**src/rvCorePkg.sv**
```systemverilog
package rvCorePkg;

    localparam int XLEN = 32;

    // Major opcodes, instruction bits 6:2
    typedef enum logic [4:0] {
        LOAD   = 5'b00000,
        STORE  = 5'b01000,
        OP_IMM = 5'b00100,
        OP     = 5'b01100,
        LUI    = 5'b01101,
        AUIPC  = 5'b00101,
        BRANCH = 5'b11000,
        JAL    = 5'b11011,
        JALR   = 5'b11001,
        SYSTEM = 5'b11100  // Only ECALL is recognised
    } OpCode;

    typedef logic [4:0] RegAddr;

    typedef struct packed {
        logic [6:0] funct7;
        RegAddr     rs2;
        RegAddr     rs1;
        logic [2:0] funct3;
        RegAddr     rd;
        OpCode      opCode;
        logic [1:0] lowBits;  // Always 2'b11 for 32-bit encodings
    } Instruction;

    typedef enum logic [2:0] {
        ADD, SUB, COMP, XOR, LSHFT, RSHFT, OR, AND
    } AluCtrl;

    typedef struct packed {
        AluCtrl ctrl;
        logic   modifier;  // Unsigned compare or arithmetic right shift
    } DecodedAluCmd;

    typedef enum logic [1:0] {
        BITS8  = 2'b00,
        BITS16 = 2'b01,
        BITS32 = 2'b10,
        ERRVAL = 2'b11
    } AccessWidth;

    typedef struct packed {
        logic [XLEN-1:0] imm;  // Sign-extended, format picked by opcode
        logic            loadSigned;
        AccessWidth      width;
        logic            storeFunct3Err;
        logic            illegalOp;
    } WiredDecisions;

    typedef struct packed {
        logic [XLEN-1:0] addr;
    } FetchReq;

    typedef struct packed {
        logic [XLEN-1:0] addr;
        logic            write;
        logic [3:0]      byteEn;
        logic [XLEN-1:0] wdata;
    } DataReq;

endpackage

```
**src/instrDecoder.sv**
```systemverilog
module instrDecoder (
    input  rvCorePkg::Instruction    instr,
    output rvCorePkg::OpCode         opCode,
    output rvCorePkg::DecodedAluCmd  aluCmd,
    output rvCorePkg::WiredDecisions decoded
);

    logic [rvCorePkg::XLEN-1:0] immI;
    logic [rvCorePkg::XLEN-1:0] immS;
    logic [rvCorePkg::XLEN-1:0] immB;
    logic [rvCorePkg::XLEN-1:0] immU;
    logic [rvCorePkg::XLEN-1:0] immJ;

    assign opCode = instr.opCode;

    assign immI = {{20{instr.funct7[6]}}, instr.funct7, instr.rs2};
    assign immS = {{20{instr.funct7[6]}}, instr.funct7, instr.rd};
    assign immB = {{20{instr.funct7[6]}}, instr.rd[0], instr.funct7[5:0], instr.rd[4:1], 1'b0};
    assign immU = {instr[31:12], 12'b0};
    assign immJ = {{12{instr[31]}}, instr[19:12], instr[20], instr[30:21], 1'b0};

    always_comb begin
        aluCmd.ctrl     = rvCorePkg::ADD;  // Address and link arithmetic
        aluCmd.modifier = 1'b0;
        if (instr.opCode == rvCorePkg::OP || instr.opCode == rvCorePkg::OP_IMM) begin
            case (instr.funct3)
                3'b000: aluCmd.ctrl = (instr.opCode == rvCorePkg::OP && instr.funct7[5]) ?
                                      rvCorePkg::SUB : rvCorePkg::ADD;
                3'b001: aluCmd.ctrl = rvCorePkg::LSHFT;
                3'b010: aluCmd.ctrl = rvCorePkg::COMP;
                3'b011: begin
                    aluCmd.ctrl     = rvCorePkg::COMP;
                    aluCmd.modifier = 1'b1;  // SLTU
                end
                3'b100: aluCmd.ctrl = rvCorePkg::XOR;
                3'b101: begin
                    aluCmd.ctrl     = rvCorePkg::RSHFT;
                    aluCmd.modifier = instr.funct7[5];  // SRA
                end
                3'b110: aluCmd.ctrl = rvCorePkg::OR;
                default: aluCmd.ctrl = rvCorePkg::AND;
            endcase
        end else if (instr.opCode == rvCorePkg::BRANCH) begin
            // BEQ/BNE test the difference, the rest compare
            aluCmd.ctrl     = instr.funct3[2] ? rvCorePkg::COMP : rvCorePkg::SUB;
            aluCmd.modifier = instr.funct3[1];
        end
    end

    always_comb begin
        decoded.loadSigned     = !instr.funct3[2];
        decoded.width          = rvCorePkg::AccessWidth'(instr.funct3[1:0]);
        decoded.storeFunct3Err = instr.opCode == rvCorePkg::STORE && instr.funct3[2];
        decoded.illegalOp      = 1'b0;
        case (instr.opCode)
            rvCorePkg::LOAD, rvCorePkg::OP_IMM, rvCorePkg::JALR: decoded.imm = immI;
            rvCorePkg::STORE:                     decoded.imm = immS;
            rvCorePkg::BRANCH:                    decoded.imm = immB;
            rvCorePkg::LUI, rvCorePkg::AUIPC:     decoded.imm = immU;
            rvCorePkg::JAL:                       decoded.imm = immJ;
            rvCorePkg::OP, rvCorePkg::SYSTEM:     decoded.imm = '0;
            default: begin
                decoded.imm       = '0;
                decoded.illegalOp = 1'b1;  // Unknown major opcode
            end
        endcase
    end

endmodule

```
**src/aluUnit.sv**
```systemverilog
module aluUnit (
    input  logic [rvCorePkg::XLEN-1:0] a,
    input  logic [rvCorePkg::XLEN-1:0] b,
    input  rvCorePkg::DecodedAluCmd    cmd,
    output logic [rvCorePkg::XLEN-1:0] result,
    output logic                       zero
);

    logic [$clog2(rvCorePkg::XLEN)-1:0] shamt;
    logic [rvCorePkg::XLEN-1:0]         sraResult;
    logic                               lessThan;

    assign shamt     = b[$clog2(rvCorePkg::XLEN)-1:0];
    assign sraResult = $signed(a) >>> shamt;  // Sign-filled right shift
    assign lessThan  = cmd.modifier ? (a < b) : ($signed(a) < $signed(b));

    always_comb begin
        case (cmd.ctrl)
            rvCorePkg::ADD:   result = a + b;
            rvCorePkg::SUB:   result = a - b;
            rvCorePkg::COMP:  result = {{(rvCorePkg::XLEN-1){1'b0}}, lessThan};
            rvCorePkg::XOR:   result = a ^ b;
            rvCorePkg::LSHFT: result = a << shamt;
            rvCorePkg::RSHFT: result = cmd.modifier ? sraResult : a >> shamt;
            rvCorePkg::OR:    result = a | b;
            default:          result = a & b;
        endcase
    end

    assign zero = result == '0;  // Equality for BEQ/BNE

endmodule

```
**src/regFile.sv**
```systemverilog
module regFile (
    input  logic                       clk,
    input  logic                       rstN,
    input  rvCorePkg::RegAddr          rs1,
    input  rvCorePkg::RegAddr          rs2,
    input  rvCorePkg::RegAddr          rd,
    input  logic                       we,
    input  logic [rvCorePkg::XLEN-1:0] wdata,
    output logic [rvCorePkg::XLEN-1:0] rdata1,
    output logic [rvCorePkg::XLEN-1:0] rdata2
);

    logic [rvCorePkg::XLEN-1:0] regs [32];

    always_ff @(posedge clk) begin
        if (!rstN) begin
            for (int i = 0; i < 32; i++) begin
                regs[i] <= '0;
            end
        end else if (we && rd != '0) begin  // x0 stays zero
            regs[rd] <= wdata;
        end
    end

    assign rdata1 = regs[rs1];
    assign rdata2 = regs[rs2];

endmodule

```
**src/reqAckRequester.sv**
```systemverilog
module reqAckRequester #(
    parameter type ReqT = rvCorePkg::FetchReq
) (
    input  logic                       clk,
    input  logic                       rstN,
    input  logic                       start,
    input  ReqT                        payloadIn,
    output logic                       req,
    output ReqT                        payload,
    input  logic                       ack,
    input  logic [rvCorePkg::XLEN-1:0] rdata,
    output logic                       done,
    output logic [rvCorePkg::XLEN-1:0] rdataOut,
    output logic                       busy
);

    typedef enum logic [1:0] {
        IDLE,
        REQ,
        RELEASE  // req dropped, waiting for ack to fall
    } State;

    State state;
    logic pending;  // Start seen while still busy

    assign req  = state == REQ;
    assign busy = state != IDLE;

    always_ff @(posedge clk) begin
        if (!rstN) begin
            state   <= IDLE;
            pending <= 1'b0;
            done    <= 1'b0;
        end else begin
            done <= req && ack;
            if (start && busy) begin
                pending <= 1'b1;
            end
            case (state)
                IDLE: if (start) state <= REQ;
                REQ:  if (ack) state <= RELEASE;
                default: if (!ack) begin
                    state   <= (pending || start) ? REQ : IDLE;
                    pending <= 1'b0;
                end
            endcase
        end
    end

    always_ff @(posedge clk) begin
        if (start) begin
            payload <= payloadIn;  // Stable for the whole handshake
        end
        if (req && ack) begin
            rdataOut <= rdata;
        end
    end

endmodule

```
**src/loadStoreUnit.sv**
```systemverilog
module loadStoreUnit (
    input  logic [1:0]                 addrLow,
    input  rvCorePkg::AccessWidth      width,
    input  logic                       loadSigned,
    input  logic [rvCorePkg::XLEN-1:0] storeData,
    input  logic [rvCorePkg::XLEN-1:0] memRdata,
    output logic [3:0]                 byteEnable,
    output logic [rvCorePkg::XLEN-1:0] alignedWdata,
    output logic [rvCorePkg::XLEN-1:0] loadResult
);

    logic [4:0]                 shiftAmt;
    logic [rvCorePkg::XLEN-1:0] laneData;

    assign shiftAmt     = {addrLow, 3'b000};
    assign alignedWdata = storeData << shiftAmt;  // Move into addressed lanes
    assign laneData     = memRdata >> shiftAmt;   // Addressed lanes down to bit 0

    always_comb begin
        case (width)
            rvCorePkg::BITS8: begin
                byteEnable = 4'b0001 << addrLow;
                loadResult = {{(rvCorePkg::XLEN-8){loadSigned & laneData[7]}}, laneData[7:0]};
            end
            rvCorePkg::BITS16: begin
                byteEnable = 4'b0011 << addrLow;
                loadResult = {{(rvCorePkg::XLEN-16){loadSigned & laneData[15]}},
                              laneData[15:0]};
            end
            default: begin
                byteEnable = 4'b1111;
                loadResult = memRdata;
            end
        endcase
    end

endmodule

```
**src/coreControl.sv**
```systemverilog
module coreControl #(
    parameter logic [rvCorePkg::XLEN-1:0] RESET_PC = '0
) (
    input  logic                       clk,
    input  logic                       rstN,
    input  rvCorePkg::OpCode           opCode,
    input  rvCorePkg::WiredDecisions   decoded,
    input  logic [rvCorePkg::XLEN-1:0] aluResult,
    input  logic                       aluZero,
    input  logic [rvCorePkg::XLEN-1:0] rs1Data,
    input  logic [rvCorePkg::XLEN-1:0] rs2Data,
    output logic                       fetchStart,
    output rvCorePkg::FetchReq         fetchAddr,
    input  logic                       fetchDone,
    input  logic [rvCorePkg::XLEN-1:0] fetchData,
    output rvCorePkg::Instruction      instr,
    output logic                       dataStart,
    output rvCorePkg::DataReq          dataPayload,
    input  logic                       dataDone,
    input  logic [rvCorePkg::XLEN-1:0] loadResult,
    input  logic [3:0]                 byteEnable,
    input  logic [rvCorePkg::XLEN-1:0] alignedWdata,
    output logic [rvCorePkg::XLEN-1:0] aluA,
    output logic [rvCorePkg::XLEN-1:0] aluB,
    output logic                       regWe,
    output logic [rvCorePkg::XLEN-1:0] regWdata,
    output logic                       halted,
    output logic                       illegal
);

    typedef enum logic [2:0] {
        FETCH, EXECUTE, MEM, WRITEBACK, HALT
    } State;

    State                       state;
    logic [rvCorePkg::XLEN-1:0] pc;
    logic [rvCorePkg::XLEN-1:0] pcPlus4;
    logic [rvCorePkg::XLEN-1:0] nextPc;
    logic                       issued;  // Start already sent for this access
    logic                       cond;
    logic                       taken;
    logic                       writesRd;
    logic                       stop;

    assign pcPlus4    = pc + 4;
    assign fetchStart = state == FETCH && !issued;
    assign dataStart  = state == MEM && !issued;
    assign fetchAddr  = '{addr: pc};
    assign halted     = state == HALT;

    // Operands stay stable from EXECUTE until the PC moves in WRITEBACK
    assign aluA = (opCode == rvCorePkg::AUIPC || opCode == rvCorePkg::JAL) ? pc : rs1Data;
    assign aluB = (opCode == rvCorePkg::OP || opCode == rvCorePkg::BRANCH) ? rs2Data : decoded.imm;

    assign dataPayload = '{addr: aluResult, write: opCode == rvCorePkg::STORE,
                           byteEn: byteEnable, wdata: alignedWdata};

    assign writesRd = !(opCode inside {rvCorePkg::STORE, rvCorePkg::BRANCH, rvCorePkg::SYSTEM});
    assign regWe    = state == WRITEBACK && writesRd;
    assign stop     = opCode == rvCorePkg::SYSTEM || decoded.illegalOp || decoded.storeFunct3Err;

    always_comb begin
        case (instr.funct3[2:1])
            2'b00:   cond = aluZero;        // BEQ/BNE
            2'b01:   cond = 1'b0;
            default: cond = aluResult[0];   // Less-than from COMP
        endcase
    end

    assign taken = cond ^ instr.funct3[0];  // Odd funct3 inverts the test

    always_comb begin
        nextPc   = pcPlus4;
        regWdata = aluResult;
        case (opCode)
            rvCorePkg::LUI:  regWdata = decoded.imm;
            rvCorePkg::LOAD: regWdata = loadResult;
            rvCorePkg::JAL: begin
                regWdata = pcPlus4;
                nextPc   = aluResult;
            end
            rvCorePkg::JALR: begin
                regWdata = pcPlus4;
                nextPc   = {aluResult[rvCorePkg::XLEN-1:1], 1'b0};
            end
            rvCorePkg::BRANCH: nextPc = taken ? pc + decoded.imm : pcPlus4;
            default: nextPc = pcPlus4;
        endcase
    end

    always_ff @(posedge clk) begin
        if (!rstN) begin
            state   <= FETCH;
            pc      <= RESET_PC;
            issued  <= 1'b0;
            illegal <= 1'b0;
        end else begin
            if (fetchStart || dataStart) begin
                issued <= 1'b1;
            end
            case (state)
                FETCH: if (fetchDone) begin
                    state  <= EXECUTE;
                    issued <= 1'b0;
                end
                EXECUTE: begin
                    if (stop) begin
                        state   <= HALT;
                        illegal <= decoded.illegalOp || decoded.storeFunct3Err;
                    end else if (opCode == rvCorePkg::LOAD || opCode == rvCorePkg::STORE) begin
                        state <= MEM;
                    end else begin
                        state <= WRITEBACK;
                    end
                end
                MEM: if (dataDone) begin
                    state  <= WRITEBACK;
                    issued <= 1'b0;
                end
                WRITEBACK: begin
                    pc    <= nextPc;
                    state <= FETCH;
                end
                default: state <= HALT;  // Held until reset
            endcase
        end
    end

    always_ff @(posedge clk) begin
        if (fetchDone) begin
            instr <= fetchData;
        end
    end

endmodule

```
**src/rvCore.sv**
```systemverilog
module rvCore #(
    parameter logic [rvCorePkg::XLEN-1:0] RESET_PC = '0
) (
    input  logic                       clk,
    input  logic                       rstN,
    output logic                       fetchReq,
    output rvCorePkg::FetchReq         fetchPayload,
    input  logic                       fetchAck,
    input  logic [rvCorePkg::XLEN-1:0] fetchData,
    output logic                       dataReq,
    output rvCorePkg::DataReq          dataPayload,
    input  logic                       dataAck,
    input  logic [rvCorePkg::XLEN-1:0] dataRdata,
    output logic                       halted,
    output logic                       illegal
);

    rvCorePkg::OpCode           opCode;
    rvCorePkg::WiredDecisions   decoded;
    rvCorePkg::DecodedAluCmd    aluCmd;
    rvCorePkg::Instruction      instr;
    rvCorePkg::FetchReq         fetchAddr;
    rvCorePkg::DataReq          dataReqIn;
    logic [rvCorePkg::XLEN-1:0] aluA, aluB, aluResult, rs1Data, rs2Data, regWdata;
    logic [rvCorePkg::XLEN-1:0] fetchWord, dataWord, loadResult, alignedWdata;
    logic [3:0]                 byteEnable;
    logic                       aluZero, regWe, fetchStart, fetchDone, dataStart, dataDone;

    coreControl #(.RESET_PC(RESET_PC)) u_coreControl (
        .clk, .rstN, .opCode, .decoded, .aluResult, .aluZero, .rs1Data, .rs2Data,
        .fetchStart, .fetchAddr, .fetchDone, .fetchData(fetchWord), .instr,
        .dataStart, .dataPayload(dataReqIn), .dataDone, .loadResult, .byteEnable,
        .alignedWdata, .aluA, .aluB, .regWe, .regWdata, .halted, .illegal
    );

    instrDecoder u_instrDecoder (.instr, .opCode, .aluCmd, .decoded);

    aluUnit u_aluUnit (.a(aluA), .b(aluB), .cmd(aluCmd), .result(aluResult), .zero(aluZero));

    regFile u_regFile (
        .clk, .rstN, .rs1(instr.rs1), .rs2(instr.rs2), .rd(instr.rd),
        .we(regWe), .wdata(regWdata), .rdata1(rs1Data), .rdata2(rs2Data)
    );

    loadStoreUnit u_loadStoreUnit (
        .addrLow(aluResult[1:0]), .width(decoded.width), .loadSigned(decoded.loadSigned),
        .storeData(rs2Data), .memRdata(dataWord), .byteEnable, .alignedWdata, .loadResult
    );

    reqAckRequester #(.ReqT(rvCorePkg::FetchReq)) u_fetchRequester (
        .clk, .rstN, .start(fetchStart), .payloadIn(fetchAddr), .req(fetchReq),
        .payload(fetchPayload), .ack(fetchAck), .rdata(fetchData), .done(fetchDone),
        .rdataOut(fetchWord), .busy()
    );

    reqAckRequester #(.ReqT(rvCorePkg::DataReq)) u_dataRequester (
        .clk, .rstN, .start(dataStart), .payloadIn(dataReqIn), .req(dataReq),
        .payload(dataPayload), .ack(dataAck), .rdata(dataRdata), .done(dataDone),
        .rdataOut(dataWord), .busy()
    );

endmodule

```
**config.mk**
```make
export PLATFORM = sky130hd
export DESIGN_NAME = rvCore
export DESIGN_NICKNAME = d
export VERILOG_FILES = /design/src/rvCorePkg.sv /design/src/instrDecoder.sv /design/src/aluUnit.sv /design/src/regFile.sv /design/src/reqAckRequester.sv /design/src/loadStoreUnit.sv /design/src/coreControl.sv /design/src/rvCore.sv
export SDC_FILE = /design/constraint.sdc
export NUM_CORES = 2
export LEC_CHECK = 0
export BUFFER_PORTS_ARGS = -buffer_cell sky130_fd_sc_hd__buf_2
export CORE_ASPECT_RATIO = 0.5
export CORE_MARGIN = 5
export CORE_UTILIZATION = 39
export CTS_BUF_LIST = sky130_fd_sc_hd__clkbuf_16
export DETAILED_ROUTE_END_ITERATION = 10
export PLACE_DENSITY = 0.53
export SETUP_SLACK_MARGIN = 0.2
export SLEW_MARGIN = 25
export SYNTH_ARGS = -nofsm -noshare
export SYNTH_HDL_FRONTEND = slang
export SYNTH_SLANG_ARGS = --single-unit
```
**constraint.sdc**
```tcl
create_clock -name clk -period 13.1 [get_ports clk]
set_input_delay 2.62 -clock clk [delete_from_list [all_inputs] [get_ports clk]]
set_output_delay 2.62 -clock clk [all_outputs]
set_load 0.02 [all_outputs]
```
==> results summary <==
The share of power burned in the clock network came out at 35.0%. The cell area after layout is 84600 sq um. The weighted congestion at the end of routability-driven global placement is 0.991. The horizontal die dimension came out at 636 um. The net count of the finished layout is 6906. The area fraction of the dominant cell type after synthesis came out at 47.9%. The largest stage delay on the critical path came out at 0.79 ns. The number of pins with negative max-slew slack in the final report came out at 0. Compared with the post-synthesis result, the final layout area differs by 10.8%. Once the clock tree was built, the resizer swapped 0 gates to a different size. The mean post-synth cell area came out at 11.4 sq um. The number of ports placed on the die boundary is 173.

The residual antenna-violating net count after detailed routing came out at 0. Detailed placement ended at an HPWL of 229000 um. Across the run, the number of max-cap violations was 0. The maximum VDD drop is 147 uV. The global-route congestion overflow total is 0. The library cells used most frequently in the layout, excluding fill and tap cells, are sky130_fd_sc_hd__edfxtp_1 (1217), sky130_fd_sc_hd__nor2_1 (1110), sky130_fd_sc_hd__mux2i_1 (705). The switching fraction of total power is 31.8%. Leaving out fill and tap cells, the most frequent cell in the layout is sky130_fd_sc_hd__edfxtp_1. The analysis attributes to net switching a power of 0.00338 W.

From bottom edge to top edge, the die measures 323 um. The sequential cell fraction of total power is 44.1%. Setup repair after global routing left no endpoint under its margin. The quantity of hold-fixing buffers added after cts is 0.

The first-pass GRT wire length is 473000 um. The cell count after synthesis came out at 6723. The die footprint came out at 205000 sq um. The clock passes through at most 3 buffers. The register bit total from synthesis is 1272. The filler cell count in the final layout is 18186.

The maximum level of the CTS H-tree came out at 3. After the first detailed-routing iteration, the DRC count stood at 9538. The maximum operating frequency came out at 0.0917 GHz. The slowest stage of the critical path belongs to the cell sky130_fd_sc_hd__dfxtp_4.

The clock sink total is 1272. The internal power contribution came out at 0.00725 W. The number of iterations in the first detailed-routing pass came out at 8. The core region is 194000 sq um.

At the worst endpoint, the required time is 13.72 ns. The maximum fanout along the worst path is 45. Headroom to the max-slew limit came out at 22.3%. Counting distinct cell types in the post-synthesis netlist gives 110. The post-route clock period utilization is 83.2%. Summed over all instances, the cell type with the most area after synthesis is sky130_fd_sc_hd__edfxtp_1. The global-route total usage across every layer is 32.5%. The routed via count divided by cell count is 6.65. After layout, the minimum clock period comes to 10.90 ns. Clock skew on the completed layout was measured at 0.0881 ns.

The areal power density over the cells came out at 126 nW/um^2. The ratio of cells with drive above 1 in the final layout came out at 16.8%. For this block, the routed nets add up to 346000 um of wire. The clock root buffer is sky130_fd_sc_hd__clkbuf_16. The routed via count is 62755. The total negative slack came out at 0 ns. Ranked by total cell area, the synthesized netlist is headed by sky130_fd_sc_hd__edfxtp_1 (48%), sky130_fd_sc_hd__mux2i_1 (9.3%), sky130_fd_sc_hd__mux4_2 (8.4%). The flow ran to the end, and the final reports show no timing, DRC or antenna violations. The count of final setup violators came out at 0. The netlist area before placement is 76400 sq um.

The startpoint class of the critical path is a flop. The commonest register cell after synthesis is sky130_fd_sc_hd__edfxtp_1. The count of final hold-check violations is 0.

Sequential elements use 49.3% of the synthesized area. The clock insertion delay at the later pin of the skew report is 0.81 ns. The critical path capture point type is a flop.

The number of buffers inserted to repair setup after CTS came out at 0. The arrival time of the worst setup path came out at 11.52 ns. The total power is 0.0106 W. The combinational share of power came out at 20.9%. The worst setup path is of the reg -> reg kind. The instance area at placement is 80500 sq um. The clock tree from TritonCTS is done.

The number of antenna violations at the first check in global routing came out at 26. Dividing the detail-routed wire length by the instance count gives 36.6 um. The leakage dissipation came out at 31.7 nW. Once the floorplan was initialized, standard cells occupied 39.4% of the core. The proportion of register bits with asynchronous set or reset after synthesis is 0%. The transition at the pin with the smallest max-transition slack is 1.16 ns. The row count came out at 114. In the routed design, unresolved DRC markers number 0. The classification of the worst-slack hold path is reg -> reg. The number of warnings issued by yosys is 0.

The number of port buffers came out at 170. The number of synthesized flops with an enable pin came out at 1217. Entering global routing, the biggest net connects 91 pins. The clock-pin transition on the worst setup and hold timing paths came out at 0.08 ns. The total CTS buffers is 118. The number of global-route vias before repair was 60010.
[kinds of logic after synthesis]
family	after synthesis	share of synthesized area (%)
buf+inv	749	4.34
mux	1061	18.7
xor+xnor	69	0.791
fa+ha+maj	132	2.19
compound gates	1365	12.4
other cells	1	0.00491
simple gates	2074	12.2
flops	1272	49.3
[metal layers]
metal	global-route usage (%)	share of wire (%)	routed length, um
met1	44.0	40	139000
met2	48.2	43	148000
met3	10.1	12	42200
met4	14.1	4.8	16500
met5	0	0.035	121
[flip-flops by register name (all words and copies together), names as in the netlist, named ones only]
signal and flops:
u_fetchRequester.state 2, u_fetchRequester.rdataOut 30, u_coreControl.instr 30, u_fetchRequester.pending 1
u_fetchRequester.done 1, u_dataRequester.state 2, u_dataRequester.pending 1, u_coreControl.illegal 1
u_fetchRequester.payload 32, u_coreControl.issued 1, u_regFile.regs 1024, u_dataRequester.rdataOut 32
u_coreControl.fetchAddr 32, u_dataRequester.done 1, u_dataRequester.payload 69, u_coreControl.state 3
[Yosys cell counts, drive strengths merged (129+ instances only)]
cell type,count
nand3,149
mux2i,708
o21ai,266
mux4,285
inv,137
nor2b,214
nor2,1118
a22oi,274
ha,129
clkbuf,407
a21oi,194
nand2,279
buf,203
edfxtp,1217
[critical path, delay by kind of cell, from the launching register on]
| kind | cells | cell delay [ns] |
|---|---|---|
| buffers and inverters | 2 | 0.65 |
| and+or+nand+nor | 8 | 2.57 |
| DFF | 1 | 0.79 |
| adders and majority gates | 1 | 0.37 |
| muxes | 4 | 2.27 |
| AOI/OAI and AO/OA | 10 | 3.95 |
[stage by stage]
stage / util [%] / instances / hold WS, ns / setup slack [ns]
2_1_floorplan: - / 6754 / 0.400 / 5.38
3_3_place_gp: 41.5 / 9190 / 0.404 / 2.72
3_5_place_dp: 41.5 / 9193 / 0.405 / 2.67
4_1_cts: 43.6 / 9415 / 0.427 / 2.58
5_1_grt: 43.6 / 9418 / 0.431 / 1.86
6_report: 43.6 / 9436 / 0.423 / 2.20
[path summary, 6_finish.rpt]
check,start,depth (start not counted),end,slack [ns]
min,u_fetchRequester.rdataOut[11]$_DFFE_PP_,0,u_coreControl.instr[11]$_DFFE_PP_,0.42
max,flop,25,u_coreControl.fetchAddr[0]$_SDFFE_PN0P_,2.20
max reg2reg,flop,25,u_coreControl.fetchAddr[0]$_SDFFE_PN0P_,2.20
min reg2reg,u_fetchRequester.rdataOut[11]$_DFFE_PP_,0,u_coreControl.instr[11]$_DFFE_PP_,0.42
[power groups by stage]
| stage | registers [W] | clock network, W | logic (W) |
|---|---|---|---|
| after CTS | 0.00468 | 0.00375 | 0.00214 |
| after floorplan | 0.00474 | 0 | 0.00124 |
| after global placement | 0.00475 | 0 | 0.00212 |
| after detailed placement | 0.00477 | 0 | 0.00213 |
| final | 0.00468 | 0.00373 | 0.00222 |
| after global routing | 0.00469 | 0.00392 | 0.00228 |
[area by class of cell]
cell class | count | area (sq um) | area share (%)
multi-input cells | 4733 | 36000 | 42.5
flip-flops and latches | 1272 | 37700 | 44.5
clock buffers | 118 | 2950 | 3.49
clock inverters | 104 | 1090 | 1.28
well taps | 2610 | 3270 | 3.86
diodes | 18 | 45.0 | 0.0532
repair buffers | 442 | 3080 | 3.64
inverters | 139 | 529 | 0.625
Power figures use the tool's default switching activity.
